## config.mk

```make
export PLATFORM = sky130hd
export DESIGN_NAME = ipod_top
export DESIGN_NICKNAME = d
export VERILOG_FILES = /design/src/flash_pkg.sv /design/src/player_pkg.sv /design/src/flash_reader.sv /design/src/ipod_top.sv /design/src/key_command.sv /design/src/playback_ctrl.sv /design/src/rate_divider.sv
export VERILOG_INCLUDE_DIRS = /design/src /design/src/include
export SDC_FILE = /design/constraint.sdc
export NUM_CORES = 1
export LEC_CHECK = 0
export BUFFER_PORTS_ARGS = -buffer_cell sky130_fd_sc_hd__buf_2
export CORE_UTILIZATION = 40
export CTS_CLUSTER_DIAMETER = 40
export DETAILED_ROUTE_END_ITERATION = 10
export SYNTH_ARGS = -nofsm -noshare
export SYNTH_HDL_FRONTEND = slang
export SYNTH_SLANG_ARGS = --single-unit
export TNS_END_PERCENT = 30
```

## constraint.sdc

```tcl
create_clock -name CLK_50M -period 10.2 [get_ports CLK_50M]
set_clock_uncertainty 0.2 [all_clocks]
set_input_delay 1.02 -clock CLK_50M [delete_from_list [all_inputs] [get_ports CLK_50M]]
set_output_delay 1.02 -clock CLK_50M [all_outputs]
set_load 0.02 [all_outputs]
```

## src/include/ipod_macros.svh

```systemverilog
`ifndef IPOD_MACROS_SVH
`define IPOD_MACROS_SVH

// ========================================
// Sample period, in CLK_50M cycles
// ========================================

// About 44 kHz at 50 MHz
`define SAMPLE_COUNT_DEFAULT 16'd1136

// One speed key press
`define SAMPLE_COUNT_STEP    16'd128

`define SAMPLE_COUNT_MIN     16'd624   // Fastest rate
`define SAMPLE_COUNT_MAX     16'd1648  // Slowest rate

// ========================================
// Flash layout
// ========================================

`define FLASH_LAST_ADDR      23'h7FFFF // Last audio word

`endif

```

## src/flash_pkg.sv

```systemverilog
package flash_pkg;

  // ========================================
  // Flash read bus
  // ========================================

  // Word address on the flash bus
  // The audio region ends at FLASH_LAST_ADDR
  typedef logic [22:0] flash_addr_t;

  // One read word
  // Two samples packed, low half first in time when playing forward
  typedef logic [31:0] flash_word_t;

  // Reads are always full words
  // so the bus carries no byte enables

endpackage

```

## src/player_pkg.sv

```systemverilog
package player_pkg;

  // ========================================
  // Playback data
  // ========================================

  typedef logic signed [15:0] sample_t;  // Signed PCM sample
  typedef logic [15:0] period_t;         // Clock cycles per sample

  // ========================================
  // Commands
  // ========================================

  typedef logic [7:0] ascii_t;           // Keyboard character code

  // ========================================
  // Control FSM
  // ========================================

  typedef enum logic [1:0] {
    IDLE,       // Waiting for a tick to start a fetch
    FETCH,      // Read request handed to the reader
    WAIT_WORD,  // Word on its way back from flash
    OUT_SECOND  // First half played, second half pending
  } play_state_t;

endpackage

```

## src/flash_reader.sv

```systemverilog
module flash_reader (
  input  logic                    CLK_50M,
  input  logic                    rst_n,
  input  logic                    fetch_start,
  input  flash_pkg::flash_addr_t  fetch_addr,
  output flash_pkg::flash_word_t  fetch_word,
  output logic                    word_valid,
  output logic                    flash_read,
  output flash_pkg::flash_addr_t  flash_addr,
  input  logic                    flash_waitrequest,
  input  flash_pkg::flash_word_t  flash_readdata,
  input  logic                    flash_readdatavalid
);

  typedef enum logic [1:0] {
    RD_IDLE,
    RD_REQ,   // Request held on the bus
    RD_DATA   // Accepted, data still to come
  } rd_state_t;

  rd_state_t state;

  // ========================================
  // Read sequencer
  // ========================================

  always_ff @(posedge CLK_50M or negedge rst_n)
  begin
    if (!rst_n)
    begin
      state      <= RD_IDLE;
      word_valid <= 1'b0;
    end
    else
    begin
      word_valid <= 1'b0;
      case (state)
        RD_IDLE:
          if (fetch_start)
            state <= RD_REQ;
        RD_REQ:
          if (!flash_waitrequest)
            state <= RD_DATA; // Accepted this cycle
        RD_DATA:
          if (flash_readdatavalid)
          begin
            state      <= RD_IDLE;
            word_valid <= 1'b1;
          end
        default:
          state <= RD_IDLE;
      endcase
    end
  end

  assign flash_read = (state == RD_REQ);

  // Address and data registers
  always_ff @(posedge CLK_50M)
  begin
    if (fetch_start && state == RD_IDLE)
      flash_addr <= fetch_addr;
    if (state == RD_DATA && flash_readdatavalid)
      fetch_word <= flash_readdata;
  end

  addr_held: assert property (@(posedge CLK_50M) disable iff (!rst_n)
    flash_read && flash_waitrequest |=> $stable(flash_addr));

  // Controller must not overlap reads
  no_overlap: assert property (@(posedge CLK_50M) disable iff (!rst_n)
    fetch_start |-> state == RD_IDLE);

endmodule

```

## src/ipod_top.sv

```systemverilog
module ipod_top (
  input  logic                    CLK_50M,
  input  logic                    rst_n,
  input  player_pkg::ascii_t      key_ascii,
  input  logic                    key_ready,
  input  logic                    lock,
  input  logic                    speed_up,
  input  logic                    speed_down,
  input  logic                    speed_reset,
  output logic                    flash_read,
  output flash_pkg::flash_addr_t  flash_addr,
  input  logic                    flash_waitrequest,
  input  flash_pkg::flash_word_t  flash_readdata,
  input  logic                    flash_readdatavalid,
  output player_pkg::sample_t     audio_sample,
  output logic                    sample_valid,
  output player_pkg::period_t     sample_period
);

  import flash_pkg::*;

  logic        play;
  logic        dir_back;
  logic        restart;
  logic        sample_tick;
  logic        fetch_start;
  flash_addr_t fetch_addr;
  flash_word_t fetch_word;
  logic        word_valid;

  // ========================================
  // Commands and rate
  // ========================================

  key_command key_command_i (
    .CLK_50M   (CLK_50M),
    .rst_n     (rst_n),
    .key_ascii (key_ascii),
    .key_ready (key_ready),
    .lock      (lock),
    .play      (play),
    .dir_back  (dir_back),
    .restart   (restart)
  );

  rate_divider rate_divider_i (
    .CLK_50M       (CLK_50M),
    .rst_n         (rst_n),
    .speed_up      (speed_up),
    .speed_down    (speed_down),
    .speed_reset   (speed_reset),
    .sample_tick   (sample_tick),
    .sample_period (sample_period)
  );

  // ========================================
  // Flash path and playback
  // ========================================

  flash_reader flash_reader_i (
    .CLK_50M             (CLK_50M),
    .rst_n               (rst_n),
    .fetch_start         (fetch_start),
    .fetch_addr          (fetch_addr),
    .fetch_word          (fetch_word),
    .word_valid          (word_valid),
    .flash_read          (flash_read),
    .flash_addr          (flash_addr),
    .flash_waitrequest   (flash_waitrequest),
    .flash_readdata      (flash_readdata),
    .flash_readdatavalid (flash_readdatavalid)
  );

  playback_ctrl playback_ctrl_i (
    .CLK_50M      (CLK_50M),
    .rst_n        (rst_n),
    .play         (play),
    .dir_back     (dir_back),
    .restart      (restart),
    .sample_tick  (sample_tick),
    .fetch_word   (fetch_word),
    .word_valid   (word_valid),
    .fetch_start  (fetch_start),
    .fetch_addr   (fetch_addr),
    .audio_sample (audio_sample),
    .sample_valid (sample_valid)
  );

endmodule

```

## src/key_command.sv

```systemverilog
module key_command (
  input  logic              CLK_50M,
  input  logic              rst_n,
  input  player_pkg::ascii_t key_ascii,
  input  logic              key_ready,
  input  logic              lock,
  output logic              play,
  output logic              dir_back,
  output logic              restart
);

  // ========================================
  // Command decode
  // ========================================

  always_ff @(posedge CLK_50M or negedge rst_n)
  begin
    if (!rst_n)
    begin
      play     <= 1'b0;
      dir_back <= 1'b0;
      restart  <= 1'b0;
    end
    else
    begin
      restart <= 1'b0; // Pulse only
      if (key_ready && !lock)
      begin
        case (key_ascii)
          8'h45, 8'h65: play     <= 1'b1; // E e
          8'h44, 8'h64: play     <= 1'b0; // D d
          8'h46, 8'h66: dir_back <= 1'b0; // F f
          8'h42, 8'h62: dir_back <= 1'b1; // B b
          8'h52, 8'h72: restart  <= 1'b1; // R r
          default: ;
        endcase
      end
    end
  end

  // Back to back ready pulses would still need two cycles here
  restart_single: assert property (@(posedge CLK_50M) disable iff (!rst_n)
    restart |=> !restart);

endmodule

```

## src/playback_ctrl.sv

```systemverilog
`include "ipod_macros.svh"

module playback_ctrl (
  input  logic                    CLK_50M,
  input  logic                    rst_n,
  input  logic                    play,
  input  logic                    dir_back,
  input  logic                    restart,
  input  logic                    sample_tick,
  input  flash_pkg::flash_word_t  fetch_word,
  input  logic                    word_valid,
  output logic                    fetch_start,
  output flash_pkg::flash_addr_t  fetch_addr,
  output player_pkg::sample_t     audio_sample,
  output logic                    sample_valid
);

  import flash_pkg::*;
  import player_pkg::*;

  play_state_t state;
  flash_addr_t word_addr;  // Next address to fetch
  flash_addr_t addr_inc;
  flash_addr_t addr_dec;
  flash_word_t hold_word;
  logic        word_back;  // Direction the held word was fetched in

  // ========================================
  // Address stepping
  // ========================================

  assign addr_inc = (word_addr == `FLASH_LAST_ADDR) ? '0 : word_addr + 23'd1;
  assign addr_dec = (word_addr == '0) ? `FLASH_LAST_ADDR : word_addr - 23'd1;

  assign fetch_start = (state == FETCH);
  assign fetch_addr  = word_addr; // Sampled by the reader on fetch_start

  always_ff @(posedge CLK_50M or negedge rst_n)
  begin
    if (!rst_n)
    begin
      word_addr <= '0;
      word_back <= 1'b0;
    end
    else
    begin
      if (restart)
        word_addr <= dir_back ? `FLASH_LAST_ADDR : '0; // Used by the next fetch
      else if (state == FETCH)
        word_addr <= dir_back ? addr_dec : addr_inc;
      if (state == FETCH)
        word_back <= dir_back;
    end
  end

  // ========================================
  // Sequencer
  // ========================================

  always_ff @(posedge CLK_50M or negedge rst_n)
  begin
    if (!rst_n)
    begin
      state        <= IDLE;
      audio_sample <= '0;
      sample_valid <= 1'b0;
    end
    else
    begin
      sample_valid <= 1'b0;
      case (state)
        IDLE:
          if (sample_tick && play)
            state <= FETCH;
        FETCH:
          state <= WAIT_WORD;
        WAIT_WORD:
        begin
          // Ticks are dropped while the read is out
          if (word_valid)
          begin
            audio_sample <= word_back ? fetch_word[31:16] : fetch_word[15:0];
            sample_valid <= 1'b1;
            state        <= OUT_SECOND;
          end
        end
        OUT_SECOND:
        begin
          // Paused here keeps the second half for later
          if (sample_tick && play)
          begin
            audio_sample <= word_back ? hold_word[15:0] : hold_word[31:16];
            sample_valid <= 1'b1;
            state        <= IDLE;
          end
        end
        default:
          state <= IDLE;
      endcase
    end
  end

  always_ff @(posedge CLK_50M)
  begin
    if (state == WAIT_WORD && word_valid)
      hold_word <= fetch_word;
  end

  // Reader answers only the fetch this FSM is waiting on
  word_expected: assert property (@(posedge CLK_50M) disable iff (!rst_n)
    word_valid |-> state == WAIT_WORD);

endmodule

```

## src/rate_divider.sv

```systemverilog
`include "ipod_macros.svh"

module rate_divider (
  input  logic              CLK_50M,
  input  logic              rst_n,
  input  logic              speed_up,
  input  logic              speed_down,
  input  logic              speed_reset,
  output logic              sample_tick,
  output player_pkg::period_t sample_period
);

  import player_pkg::*;

  // Bit 0 up, bit 1 down, bit 2 reset
  logic [2:0] sync_1;
  logic [2:0] sync_2;
  logic [2:0] sync_prev;
  logic [2:0] rise;
  period_t    cnt;

  // ========================================
  // Key synchronizers
  // ========================================

  always_ff @(posedge CLK_50M or negedge rst_n)
  begin
    if (!rst_n)
    begin
      sync_1    <= 3'b000;
      sync_2    <= 3'b000;
      sync_prev <= 3'b000;
    end
    else
    begin
      sync_1    <= {speed_reset, speed_down, speed_up};
      sync_2    <= sync_1;
      sync_prev <= sync_2;
    end
  end

  assign rise = sync_2 & ~sync_prev; // One cycle per press

  // ========================================
  // Period register
  // ========================================

  always_ff @(posedge CLK_50M or negedge rst_n)
  begin
    if (!rst_n)
      sample_period <= `SAMPLE_COUNT_DEFAULT;
    else if (rise[2])
      sample_period <= `SAMPLE_COUNT_DEFAULT; // Reset wins
    else if (rise[0])
      sample_period <= (sample_period >= `SAMPLE_COUNT_MIN + `SAMPLE_COUNT_STEP) ?
                       sample_period - `SAMPLE_COUNT_STEP : `SAMPLE_COUNT_MIN;
    else if (rise[1])
      sample_period <= (sample_period <= `SAMPLE_COUNT_MAX - `SAMPLE_COUNT_STEP) ?
                       sample_period + `SAMPLE_COUNT_STEP : `SAMPLE_COUNT_MAX;
  end

  // Tick counter, restarted together with any period change
  always_ff @(posedge CLK_50M or negedge rst_n)
  begin
    if (!rst_n)
    begin
      cnt         <= '0;
      sample_tick <= 1'b0;
    end
    else if (|rise)
    begin
      cnt         <= '0;
      sample_tick <= 1'b0;
    end
    else if (cnt == sample_period - 16'd1)
    begin
      cnt         <= '0;
      sample_tick <= 1'b1;
    end
    else
    begin
      cnt         <= cnt + 16'd1;
      sample_tick <= 1'b0;
    end
  end

  period_in_range: assert property (@(posedge CLK_50M) disable iff (!rst_n)
    sample_period >= `SAMPLE_COUNT_MIN && sample_period <= `SAMPLE_COUNT_MAX);

endmodule

```

# Word level (Yosys, flattened, before mapping)
# Index checks and enable logic that the tools add are counted.
[op_classes] n_addsub=6 magnitude_cmp=2 n_eq_ne=23 mux=37 n_bitwise=2 n_reduce_logical=25
[ops] cell="two-way mux 16 bit" count=11
[ops] cell="two-way mux 23 bit" count=5
[ops] cell="equality test 8 x 7 -> 1 bit (second input constant)" count=10
[ops] cell="one-hot mux 16 bit (2 select lines)" count=1
[ops] cell="adder 23 x 1 -> 23 bit (second input constant)" count=1
[ops] cell="equality test 23 x 19 -> 1 bit (second input constant)" count=1
[ops] cell="logical NOT 23 bit" count=1
[ops] cell="subtractor 23 x 1 -> 23 bit (second input constant)" count=1
[ops] cell="two-way mux 19 bit" count=1
[ops] cell="adder 16 x 1 -> 16 bit (second input constant)" count=1
[ops] cell="adder 16 x 8 -> 16 bit (second input constant)" count=1
[ops] cell="equality test 16 bit" count=1
[ops] cell=">= comparator 16 x 10 -> 1 bit (second input constant)" count=1
[ops] cell="<= comparator 16 x 11 -> 1 bit (second input constant)" count=1
[ops] cell="subtractor 16 x 1 -> 16 bit (second input constant)" count=1
[ops] cell="subtractor 16 x 8 -> 16 bit (second input constant)" count=1
[ops] cell="two-way mux 2 bit" count=6
[ops] cell="OR reduction 2 bit" count=5
[ops] cell="AND reduction 3 bit" count=3
[ops] cell="two-way mux 1 bit" count=8
[ops] cell="one-hot mux 2 bit (4 select lines)" count=1
[ops] cell="nonzero test 2 bit" count=4
[ops] cell="equality test 2 bit (second input constant)" count=3
[ops] cell="inequality test 2 x 1 -> 1 bit (second input constant)" count=3
[ops] cell="12 further kinds" count=23
[totals] reg_bits=178 in_bits=49 out_inout_bits=57 elab_cells=114

# Logic depth before layout (Yosys ltp)
# Gate-level depths: netlist (run 1).
[depth] ltp_word=5 mapped_depth=10 ltp_nobuf=8

# Cells and area by module
# Synthesis (run 1) repeated with hierarchy kept, for this count alone.
[hier_totals] hier_cells=683 hier_area_um2=8410.6
[by_module_without_submodules] mod="playback_ctrl" instances=1 cells_per_inst=382 area_each_um2=4287.9 seq_area_each_um2=2037.0
[by_module_without_submodules] mod="rate_divider" instances=1 cells_per_inst=221 area_each_um2=2153.3 seq_area_each_um2=903.4
[by_module_without_submodules] mod="flash_reader" instances=1 cells_per_inst=67 area_each_um2=1793.0 seq_area_each_um2=1726.7
[by_module_without_submodules] mod="key_command" instances=1 cells_per_inst=13 area_each_um2=176.4 seq_area_each_um2=75.1

# Least setup slack after synthesis (run 1)
# No wires, ideal clock.
[synth_path] path_kind="reg-to-reg" startpoint="reg playback_ctrl_i.state[1]" endpoint="reg flash_reader_i.flash_addr[0] (enable)" setup_ns=0.434 arrival_time_ns=2.889 required_time_ns=9.566 path_slack_ns=6.676 path_stages_with_launch=7 path_buffers=2 period_less_slack_ns=3.524 path_cell_list="dfrtp_1 inv_1 ha_1 clkbuf_1 inv_1 clkbuf_1 nor3_1"
[synth_via] elab_chain_len=2
[synth_rtl] element="start, declared" line_no="playback_ctrl.sv:21" source="play_state_t state;"
[synth_rtl] element="start signal, assigned" line_no="playback_ctrl.sv:64" source="state <= IDLE;"
[synth_rtl] element="start signal, assigned" line_no="playback_ctrl.sv:74" source="state <= FETCH;"
[synth_rtl] element="start signal, assigned" line_no="playback_ctrl.sv:76" source="state <= WAIT_WORD;"
[synth_rtl] element="equality test 2 x 1 -> 1 bit" line_no="playback_ctrl.sv:35" source="assign fetch_start = (state == FETCH);"
[synth_rtl] element="logical AND 1 bit" line_no="flash_reader.sv:61" source="if (fetch_start && state == RD_IDLE)"
[synth_rtl] element="end signal, assigned" line_no="flash_reader.sv:62" source="flash_addr <= fetch_addr;"
[synth_rtl] element="end, declared" line_no="flash_reader.sv:9" source="output flash_pkg::flash_addr_t flash_addr,"
# Every way passes these cells.
# A chain may end at the register's enable or synchronous reset.

# Final worst setup path (run 1)
[layout_path] startpoint="reg rate_divider_i.sample_period[7]" endpoint="reg rate_divider_i.sample_tick"
[layout_via] elab_chain_len=4
[layout_rtl] element="start, declared" line_no="rate_divider.sv:10" source="output player_pkg::period_t sample_period"
[layout_rtl] element="start signal, assigned" line_no="rate_divider.sv:51" source="sample_period <= `SAMPLE_COUNT_DEFAULT;"
[layout_rtl] element="start signal, assigned" line_no="rate_divider.sv:53" source="sample_period <= `SAMPLE_COUNT_DEFAULT;"
[layout_rtl] element="start signal, assigned" line_no="rate_divider.sv:55" source="sample_period <= (sample_period >= `SAMPLE_COUNT_MIN + `SAMPLE_COUNT_STEP) ?"
[layout_rtl] element="subtractor 16 x 1 -> 16 bit" line_no="rate_divider.sv:75" source="else if (cnt == sample_period - 16'd1)"
[layout_rtl] element="equality test 16 bit" line_no="rate_divider.sv:75"
[layout_rtl] element="two-way mux 1 bit" line_no="rate_divider.sv:75"
[layout_rtl] element="two-way mux 1 bit" line_no="rate_divider.sv:70" source="else if (|rise)"
[layout_rtl] element="end signal, assigned" line_no="rate_divider.sv:68" source="sample_tick <= 1'b0;"
[layout_rtl] element="end signal, assigned" line_no="rate_divider.sv:73" source="sample_tick <= 1'b0;"
[layout_rtl] element="end signal, assigned" line_no="rate_divider.sv:78" source="sample_tick <= 1'b1;"
[layout_rtl] element="end, declared" line_no="rate_divider.sv:9" source="output logic sample_tick,"
# Every way passes these cells.

==> load_flow_metrics.sql, run 1 <==
INSERT INTO impl_metrics (metric_group, metric, value, unit) VALUES
('status', 'outcome', 'completed', ''),
('critical_path', 'cp_max_fo', '17', ''),
('floorplan', 'initial_core_util', '41.2', '%'),
('sta', 'period_needed', '3.31', 'ns'),
('sta', 'rsz0062_at_grt', 'false', ''),
('clock_network', 'cts-hold-fix-buffers', '0', ''),
('sta', 'setup_tns', '0', 'ns'),
('clock_network', 'cts_buffer_depth', '2', ''),
('yosys', 'cell_type_with_the_highest_aggregate_area_in_the_netlist', 'sky130_fd_sc_hd__edfxtp_1', ''),
('sta', 'hold_violations', '0', ''),
('layout', 'syn_to_final_growth', '14.2', '%'),
('sta', 'timing.max_slew.rel_slack', '19.5', '%'),
('run', 'drv.max_cap_violation_count', '0', ''),
('pwr', 'p_switching', '407', 'µW'),
('yosys', 'post_synth_most_frequent_cells', 'sky130_fd_sc_hd__edfxtp_1 (87), sky130_fd_sc_hd__dfrtp_1 (83), sky130_fd_sc_hd__nand2_1 (40)', ''),
('clock_network', 'cts_resized', '0', ''),
('route', 'drt-initial-drc-count', '528', ''),
('placed_design', 'routabilityCongestion', '0.881', ''),
('global_routing', 'grt.total_usage', '17.7', '%'),
('sta', 'fmaxAchievable', '0.302', 'GHz'),
('yosys', 'post_synth_inst_count', '696', ''),
('critical_path', 'critical_path.n_buffers_inverters', '1', ''),
('layout', 'final_core_util', '47.1', '%'),
('clock_network', 'clock_latency', '0.43', 'ns'),
('floorplan', 'coreArea', '20400', 'µm²'),
('route', 'firstDrtPassIters', '6', ''),
('placed_design', 'hpwl', '12.3', 'mm'),
('sta', 'final_min_period_over_clock_period', '32.4', '%'),
('global_routing', 'initial_antenna_violation_count', '1', ''),
('layout', 'final_nets', '839', ''),
('route', 'total_length_of_routed_wires', '18.5', 'mm'),
('route', 'postRouteAntennaNets', '0', ''),
('floorplan', 'die_area', '21600', 'µm²'),
('layout', 'fin_cells', '1060', ''),
('pwr', 'seq_power_share', '50.1', '%'),
('pwr', 'power.density_cell_area', '162', 'nW/µm²'),
('worst_hold_path', 'min_path_type', 'reg2reg', ''),
('route', 'detailroute.via_count', '5965', ''),
('clock_network', 'clk_root_buffer_cell', 'sky130_fd_sc_hd__clkbuf_16', ''),
('yosys', 'yosys.cell_count.top_type', 'sky130_fd_sc_hd__edfxtp_1', ''),
('critical_path', 'element_type_at_the_critical_path_start', 'register', ''),
('critical_path', 'cpLargestDelayFamily', 'simple AND/OR/NAND/NOR gates', ''),
('layout', 'filler_instances', '1844', ''),
('floorplan', 'design.portCount', '106', ''),
('clock_network', 'postCtsSetupBuffers', '0', ''),
('pwr', 'power.internal', '1.15', 'mW'),
('global_routing', 'grt.met2_usage', '28.3', '%'),
('yosys', 'netlist_top_cells_area', 'sky130_fd_sc_hd__edfxtp_1 (31%), sky130_fd_sc_hd__dfrtp_1 (25%), sky130_fd_sc_hd__mux4_2 (4.3%)', ''),
('route', 'vias_per_cell', '5.63', ''),
('sta', 'timing.final.setup_violations', '0', ''),
('pwr', 'p_leak', '3.75', 'nW'),
('clock_network', 'cts_tree', 'done', ''),
('yosys', 'synthArstFlopShare', '49.4', '%'),
('critical_path', 'worst-setup-path-type', 'reg2reg', ''),
('clock_network', 'cts.sinks', '172', ''),
('global_routing', 'grt.met1_usage', '23.6', '%'),
('yosys', 'synth_seq_cells', '172', ''),
('layout', 'post_route_cells_drive_above_1_share', '24.8', '%'),
('yosys', 'fraction_of_the_yosys_area_taken_by_sequential_cells', '56.3', '%'),
('yosys', 'synth.lib_cells_used.distinct', '75', ''),
('sta', 'timing.hold.ws', '0.148', 'ns'),
('global_routing', 'grt_use_met3', '3.94', '%'),
('yosys', 'synth_enable_flop_cells', '87', ''),
('route', 'detail_route.drc_violations', '0', ''),
('pwr', 'finalPower', '1.56', 'mW'),
('yosys', 'syn_area_per_cell', '12.1', 'µm²'),
('yosys', 'synthFlopType', 'sky130_fd_sc_hd__edfxtp_1', ''),
('floorplan', 'std_cell_rows', '52', ''),
('pwr', 'switching_share', '26.1', '%'),
('pwr', 'worst_ir_drop_vdd', '0.119', 'mV'),
('placed_design', 'io_buffer_count', '100', '');
## layout make-up
class                      instances  area (µm²)  area share, %
clock buffer                      19         443           4.61
timing repair buffer             104         533           5.54
tap                              270         338           3.51
inverter                          15        56.3          0.586
sequential                       172        4740           49.3
antenna                            1        2.50         0.0260
clock inverter                    13         115           1.20
multi-input combinational        466        3380           35.2
## final timing paths
kind                            depth (start not counted)                                           end                                         from  slack, ns
worst max-delay path                                    8          rate_divider_i.sample_tick$_DFF_PN0_  rate_divider_i.sample_period[7]$_DFFE_PN0N_       6.89
worst min-delay path                                    0            rate_divider_i.sync_2[0]$_DFF_PN0_           rate_divider_i.sync_1[0]$_DFF_PN0_       0.15
worst max register to register                          8          rate_divider_i.sample_tick$_DFF_PN0_  rate_divider_i.sample_period[7]$_DFFE_PN0N_       6.89
worst min register to register                          0            rate_divider_i.sync_2[0]$_DFF_PN0_           rate_divider_i.sync_1[0]$_DFF_PN0_       0.15
max in group asynchronous                               2     playback_ctrl_i.fetch_addr[3]$_DFFE_PN0P_                                        rst_n       8.38
min in group asynchronous                               1  rate_divider_i.sample_period[15]$_DFFE_PN0N_                                        rst_n       0.35
## per-stage QoR
stage / instance area, µm² / worst slack (ns)
final: 9610 / 6.89
after detailed placement: 9050 / 6.87
after global placement: 9050 / 6.94
after global routing: 9610 / 6.58
after CTS: 9610 / 6.85
after floorplan: 8430 / 6.68
## kinds of logic after synthesis
logic type               share of synthesized area [%]
AO/OA/AOI/OAI                                     9.99
other                                           0.0446
buffers and inverters                             3.72
flip-flops                                        56.3
multiplexers                                      7.05
AND/OR/NAND/NOR                                   16.4
XOR/XNOR                                          4.37
adder cells (fa/ha/maj)                           2.08
## cells in the final DEF, fill, tap and decap left out, types with 8 or more instances in the layout
cell type                   Yosys  layout
sky130_fd_sc_hd__a21o_1        10      10
sky130_fd_sc_hd__a21oi_1       27      26
sky130_fd_sc_hd__a31oi_1        8       8
sky130_fd_sc_hd__and2_1         9       9
sky130_fd_sc_hd__buf_2          7      99
sky130_fd_sc_hd__clkbuf_16      0      17
sky130_fd_sc_hd__dfrtp_1       83      83
sky130_fd_sc_hd__edfxtp_1      87      87
sky130_fd_sc_hd__ha_1          14      14
sky130_fd_sc_hd__inv_1         15      15
sky130_fd_sc_hd__mux2_2        18      18
sky130_fd_sc_hd__mux4_2        16      16
sky130_fd_sc_hd__nand2_1       40      40
sky130_fd_sc_hd__nand2b_1      11      11
sky130_fd_sc_hd__nand3_1       28      28
sky130_fd_sc_hd__nand4_1       19      19
sky130_fd_sc_hd__nor2_1        35      34
sky130_fd_sc_hd__nor2b_1        9       9
sky130_fd_sc_hd__nor3_1        29      28
sky130_fd_sc_hd__nor3_2         9      10
sky130_fd_sc_hd__o21ai_0       32      32
sky130_fd_sc_hd__o31ai_1        8       8
sky130_fd_sc_hd__xnor2_1       23      23
sky130_fd_sc_hd__xor2_1        19      19
## power by group through the flow
stage	clock network (mW)	registers [mW]	logic [mW]
4_1_cts	0.632	0.780	0.161
5_1_grt	0.662	0.784	0.179
3_5_place_dp	0	0.794	0.161
2_1_floorplan	0	0.780	0.129
3_3_place_gp	0	0.793	0.156
6_report	0.617	0.781	0.161
## sequential cells by signal, indices dropped and copies added, names as in the netlist, 10 cells and up
signal,count
flash_reader_i.fetch_word,32
rate_divider_i.sample_period,10
playback_ctrl_i.hold_word,32
flash_reader_i.flash_addr,23
playback_ctrl_i.audio_sample,16
playback_ctrl_i.fetch_addr,23
rate_divider_i.cnt,16
## layer usage
metal | wire (µm) | vias to the layer above | part of all wire [%]
met4 | 271 | 0 | 1.5
met3 | 1110 | 30 | 6.0
met1 | 8160 | 2944 | 44
met5 | 0 | - | 0
li1 | - | 2762 | -
met2 | 8920 | 229 | 48
No activity file was read; power rests on OpenSTA's default activity.
==> run 2: changes to the inputs <==
--- a/config.mk
+++ b/config.mk
@@ -6,6 +6,7 @@
 export SDC_FILE = /design/constraint.sdc
 export NUM_CORES = 1
 export LEC_CHECK = 0
+export ABC_AREA = 1
 export BUFFER_PORTS_ARGS = -buffer_cell sky130_fd_sc_hd__buf_2
 export CORE_UTILIZATION = 40
 export CTS_CLUSTER_DIAMETER = 40
==> constraint.sdc (replaced) <==
create_clock -name CLK_50M -period 2.8 [get_ports CLK_50M]
set_clock_uncertainty 0.2 [all_clocks]
set_input_delay 0.28 -clock CLK_50M [delete_from_list [all_inputs] [get_ports CLK_50M]]
set_output_delay 0.28 -clock CLK_50M [all_outputs]
set_load 0.02 [all_outputs]
==> load_flow_metrics.sql, run 2 <==
INSERT INTO impl_metrics (metric_group, metric, value, unit) VALUES
('status', 'outcome', 'completed', ''),
('yosys', 'post_synth_inst_count', '1035', ''),
('sta', 'final_min_period_over_clock_period', '84.3', '%'),
('yosys', 'syn_area_per_cell', '8.53', 'µm²'),
('yosys', 'synth_seq_cells', '172', ''),
('yosys', 'synth.lib_cells_used.distinct', '42', ''),
('worst_hold_path', 'min_path_type', 'in2reg', ''),
('sta', 'fmaxAchievable', '0.424', 'GHz'),
('route', 'total_length_of_routed_wires', '21.7', 'mm'),
('floorplan', 'die_area', '22700', 'µm²'),
('layout', 'antenna-diode-count', '0', ''),
('layout', 'final_nets', '1241', ''),
('layout', 'layout.cells.most_common_list', 'sky130_fd_sc_hd__nand2_1 (223), sky130_fd_sc_hd__nor2_1 (192), sky130_fd_sc_hd__buf_2 (99), sky130_fd_sc_hd__inv_1 (88), sky130_fd_sc_hd__edfxtp_1 (87)', ''),
('floorplan', 'chipHeight', '151', 'µm'),
('floorplan', 'coreArea', '21400', 'µm²'),
('route', 'routed_wire_per_std_cell', '14.8', 'µm'),
('critical_path', 'worst-r2r-cell-count', '10', ''),
('critical_path', 'critPathArrivalTime', '2.46', 'ns'),
('route', 'detailroute.via_count', '7300', ''),
('placed_design', 'io_buffer_count', '100', ''),
('layout', 'register_area', '4740', 'µm²'),
('layout', 'filler_instances', '2053', ''),
('critical_path', 'crit_required', '2.90', 'ns'),
('route', 'met2WireLength', '9.81', 'mm'),
('critical_path', 'cp_max_fo', '6', ''),
('route', 'vias_per_cell', '4.98', ''),
('yosys', 'synthFlopType', 'sky130_fd_sc_hd__edfxtp_1', ''),
('sta', 'worst_slew_pin_slew', '0.916', 'ns'),
('placed_design', 'hpwl', '14.9', 'mm'),
('global_routing', 'maximum_number_of_pins_on_one_net_before_global_route_repair', '45', ''),
('critical_path', 'r2r_end', 'playback_ctrl_i.fetch_addr[0]$_DFFE_PN0P_', ''),
('pwr', 'combinationalPowerShare', '17.7', '%'),
('pwr', 'worst_ir_drop_vdd', '0.387', 'mV'),
('sta', 'hold_violations', '0', ''),
('layout', 'design_area', '10700', 'µm²'),
('pwr', 'clockPowerShare', '38.9', '%'),
('yosys', 'synth_enable_flop_cells', '87', ''),
('sta', 'timing.final.setup_violations', '0', ''),
('route', 'firstDrtPassIters', '6', ''),
('yosys', 'netlist_top_cells_area', 'sky130_fd_sc_hd__edfxtp_1 (30%), sky130_fd_sc_hd__dfrtp_1 (24%), sky130_fd_sc_hd__nand2_1 (9.5%)', ''),
('route', 'drt-initial-drc-count', '556', ''),
('worst_hold_path', 'holdPathStages', '5', ''),
('pwr', 'switching_share', '32.9', '%'),
('sta', 'timing.max_slew.rel_slack', '38.9', '%'),
('clock_network', 'cts.sinks', '172', ''),
('yosys', 'fraction_of_the_yosys_area_taken_by_sequential_cells', '53.7', '%'),
('global_routing', 'grt.total_usage', '20.3', '%'),
('floorplan', 'design.portCount', '106', ''),
('global_routing', 'initial_antenna_violation_count', '0', ''),
('clock_network', 'cts_buffer_depth', '2', ''),
('pwr', 'power.density_cell_area', '616', 'nW/µm²'),
('run', 'drv.max_cap_violation_count', '0', ''),
('pwr', 'p_leak', '4.80', 'nW'),
('yosys', 'yosys.cell_count.top_type', 'sky130_fd_sc_hd__nand2_1', ''),
('critical_path', 'ff2ff_setup_slack', '0.44', 'ns'),
('placed_design', 'routabilityCongestion', '0.905', ''),
('global_routing', 'global_route_wire_length_before_repair', '35.7', 'mm'),
('placed_design', 'detailedPlace.worstSlack', '0.478', 'ns'),
('floorplan', 'die_width', '151', 'µm'),
('route', 'met3RoutedLength', '1.17', 'mm'),
('route', 'detail_route.wirelength.met1', '10.3', 'mm'),
('route', 'postRouteAntennaNets', '0', ''),
('worst_hold_path', 'worstHoldStart', 'lock', ''),
('clock_network', 'cts_tree', 'done', ''),
('clock_network', 'clock_latency', '0.44', 'ns'),
('yosys', 'post_synth_most_frequent_cells', 'sky130_fd_sc_hd__nand2_1 (223), sky130_fd_sc_hd__nor2_1 (193), sky130_fd_sc_hd__inv_1 (88)', ''),
('layout', 'area_of_the_multi_input_gates', '3530', 'µm²'),
('sta', 'worst_slack', '0.439', 'ns'),
('global_routing', 'grt_pass1_vias', '7085', ''),
('global_routing', 'grt_overflow_total', '0', ''),
('layout', 'post_route_cells_drive_above_1_share', '14.9', '%'),
('pwr', 'power.internal', '4.44', 'mW'),
('worst_hold_path', 'min_delay_worst_endpoint', 'key_command_i.dir_back$_DFFE_PN0P_', ''),
('clock_network', 'ctsHtreeMaxLevel', '4', ''),
('pwr', 'seq_power_share', '43.4', '%'),
('critical_path', 'element_type_at_the_critical_path_start', 'register', ''),
('yosys', 'area_share_of_the_largest_cell_type_after_synthesis', '29.6', '%'),
('sta', 'period_needed', '2.36', 'ns'),
('floorplan', 'initial_core_util', '41.4', '%'),
('pwr', 'p_switching', '2.17', 'mW'),
('clock_network', 'cts.reportedPaths.clkPinSlew', '0.07', 'ns'),
('layout', 'registers_with_the_most_flip_flops', 'flash_reader_i.fetch_word: 32 flops, playback_ctrl_i.hold_word: 32 flops', ''),
('critical_path', 'critical_path.reg2reg.startpoint', 'playback_ctrl_i.fetch_addr[1]$_DFFE_PN0P_', ''),
('yosys', 'synthArstFlopShare', '49.4', '%'),
('yosys', 'synthesis.area', '8830', 'µm²'),
('sta', 'setup_tns', '0', 'ns'),
('placed_design', 'placedInstanceArea', '9620', 'µm²'),
('layout', 'layout_commonest_cell', 'sky130_fd_sc_hd__nand2_1', ''),
('clock_network', 'clk_root_buffer_cell', 'sky130_fd_sc_hd__clkbuf_16', ''),
('floorplan', 'std_cell_rows', '53', ''),
('sta', 'rsz0062_at_grt', 'false', ''),
('yosys', 'cell_type_with_the_highest_aggregate_area_in_the_netlist', 'sky130_fd_sc_hd__edfxtp_1', ''),
('clock_network', 'cts-buffers-inserted', '17', ''),
('sta', 'number_of_pins_exceeding_their_max_slew_limit_in_the_final_report', '0', ''),
('route', 'detail_route.drc_violations', '0', ''),
('route', 'highest_layer', 'met4', ''),
('yosys', 'yosys_warnings', '0', ''),
('critical_path', 'worst-setup-path-type', 'reg2reg', ''),
('layout', 'syn_to_final_growth', '21.5', '%'),
('critical_path', 'end_kind', 'register', '');
## run 2: cell count changes in the layout (fill, tap and decap cells not counted), sizes merged, moves of 26 or more
cell / delta
o21ai: +42
nand2: +184
inv: +83
dlygate4sd3: +45
nand3: +50
nor2: +168
nor3: -26
## run 2: kinds of logic (layout without fill, tap and decap cells)
group	Yosys count	in the layout	synth area share [%]
multiplexers	1	1	0.113
AO/OA/AOI/OAI	122	122	7.48
AND/OR/NAND/NOR	555	555	26.8
other	1	4	0.0425
adder cells (fa/ha/maj)	14	14	1.98
XOR/XNOR	33	33	3.27
flip-flops	172	172	53.7
buffers and inverters	137	290	6.57
## run 2: repair_timing
item	in CTS	in global routing
hold endpoints to repair	79	0
setup buffers	0	0
hold buffers	45	0
resized for setup	0	0
## run 2: layout make-up
class	count	area share, %
multi-input cells	729	32.9
clock inverters	15	2.15
repair buffers	164	10.3
inverters	94	3.29
clock buffers	17	3.97
flip-flops and latches	172	44.2
well taps	275	3.21
## run 2: worst max-delay path, cell delays in order, from the launching register on
cell	delay [ns]
sky130_fd_sc_hd__dfrtp_1	0.46
sky130_fd_sc_hd__ha_1	0.34
sky130_fd_sc_hd__nand3_1	0.18
sky130_fd_sc_hd__inv_1	0.17
sky130_fd_sc_hd__nand2_1	0.09
sky130_fd_sc_hd__nor2_1	0.23
sky130_fd_sc_hd__nand2_1	0.22
sky130_fd_sc_hd__nand3_1	0.12
sky130_fd_sc_hd__nand2_1	0.07
sky130_fd_sc_hd__nand3_1	0.06
sky130_fd_sc_hd__o21ai_0	0.09
## run 2: how the worst max path moves through the flow
stage | from | endpoint | slack, ns
after global placement | rate_divider_i.sample_period[5]$_DFFE_PN1P_ | rate_divider_i.cnt[10]$_DFF_PN0_ | 0.48
final | playback_ctrl_i.fetch_addr[1]$_DFFE_PN0P_ | playback_ctrl_i.fetch_addr[0]$_DFFE_PN0P_ | 0.44
after CTS | rate_divider_i.sample_period[5]$_DFFE_PN1P_ | rate_divider_i.cnt[8]$_DFF_PN0_ | 0.44
after global routing | playback_ctrl_i.fetch_addr[1]$_DFFE_PN0P_ | playback_ctrl_i.fetch_addr[19]$_DFFE_PN0P_ | 0.15
after detailed placement | rate_divider_i.sample_period[5]$_DFFE_PN1P_ | rate_divider_i.cnt[8]$_DFF_PN0_ | 0.48
after floorplan | rate_divider_i.sample_period[5]$_DFFE_PN1P_ | rate_divider_i.cnt[5]$_DFF_PN0_ | 0.42
## run 2: per-stage QoR
stage	instances	hold slack [ns]	power, mW	util (%)
final	1466	0.0217	6.61	50.2
after global routing	1466	0.0391	6.93	50.2
after CTS	1466	0.00791	6.66	50.2
after detailed placement	1389	0.118	4.03	45.1
after global placement	1389	0.117	4.02	45.1
after floorplan	1038	-0.216	3.74	-
## run 2: power groups by stage
stage / clock network, mW / logic, mW / registers (mW)
final: 2.57 / 1.17 / 2.87
after global routing: 2.71 / 1.33 / 2.89
after CTS: 2.63 / 1.16 / 2.87
after detailed placement: 0 / 1.11 / 2.93
after global placement: 0 / 1.10 / 2.92
after floorplan: 0 / 0.861 / 2.88
## run 2: layer usage
layer  vias to the layer above  track usage (%)
met1                      3356             28.0
met4                         0             7.05
met3                        31             3.91
li1                       3693                -
met2                       220             32.0
met5                         -                0
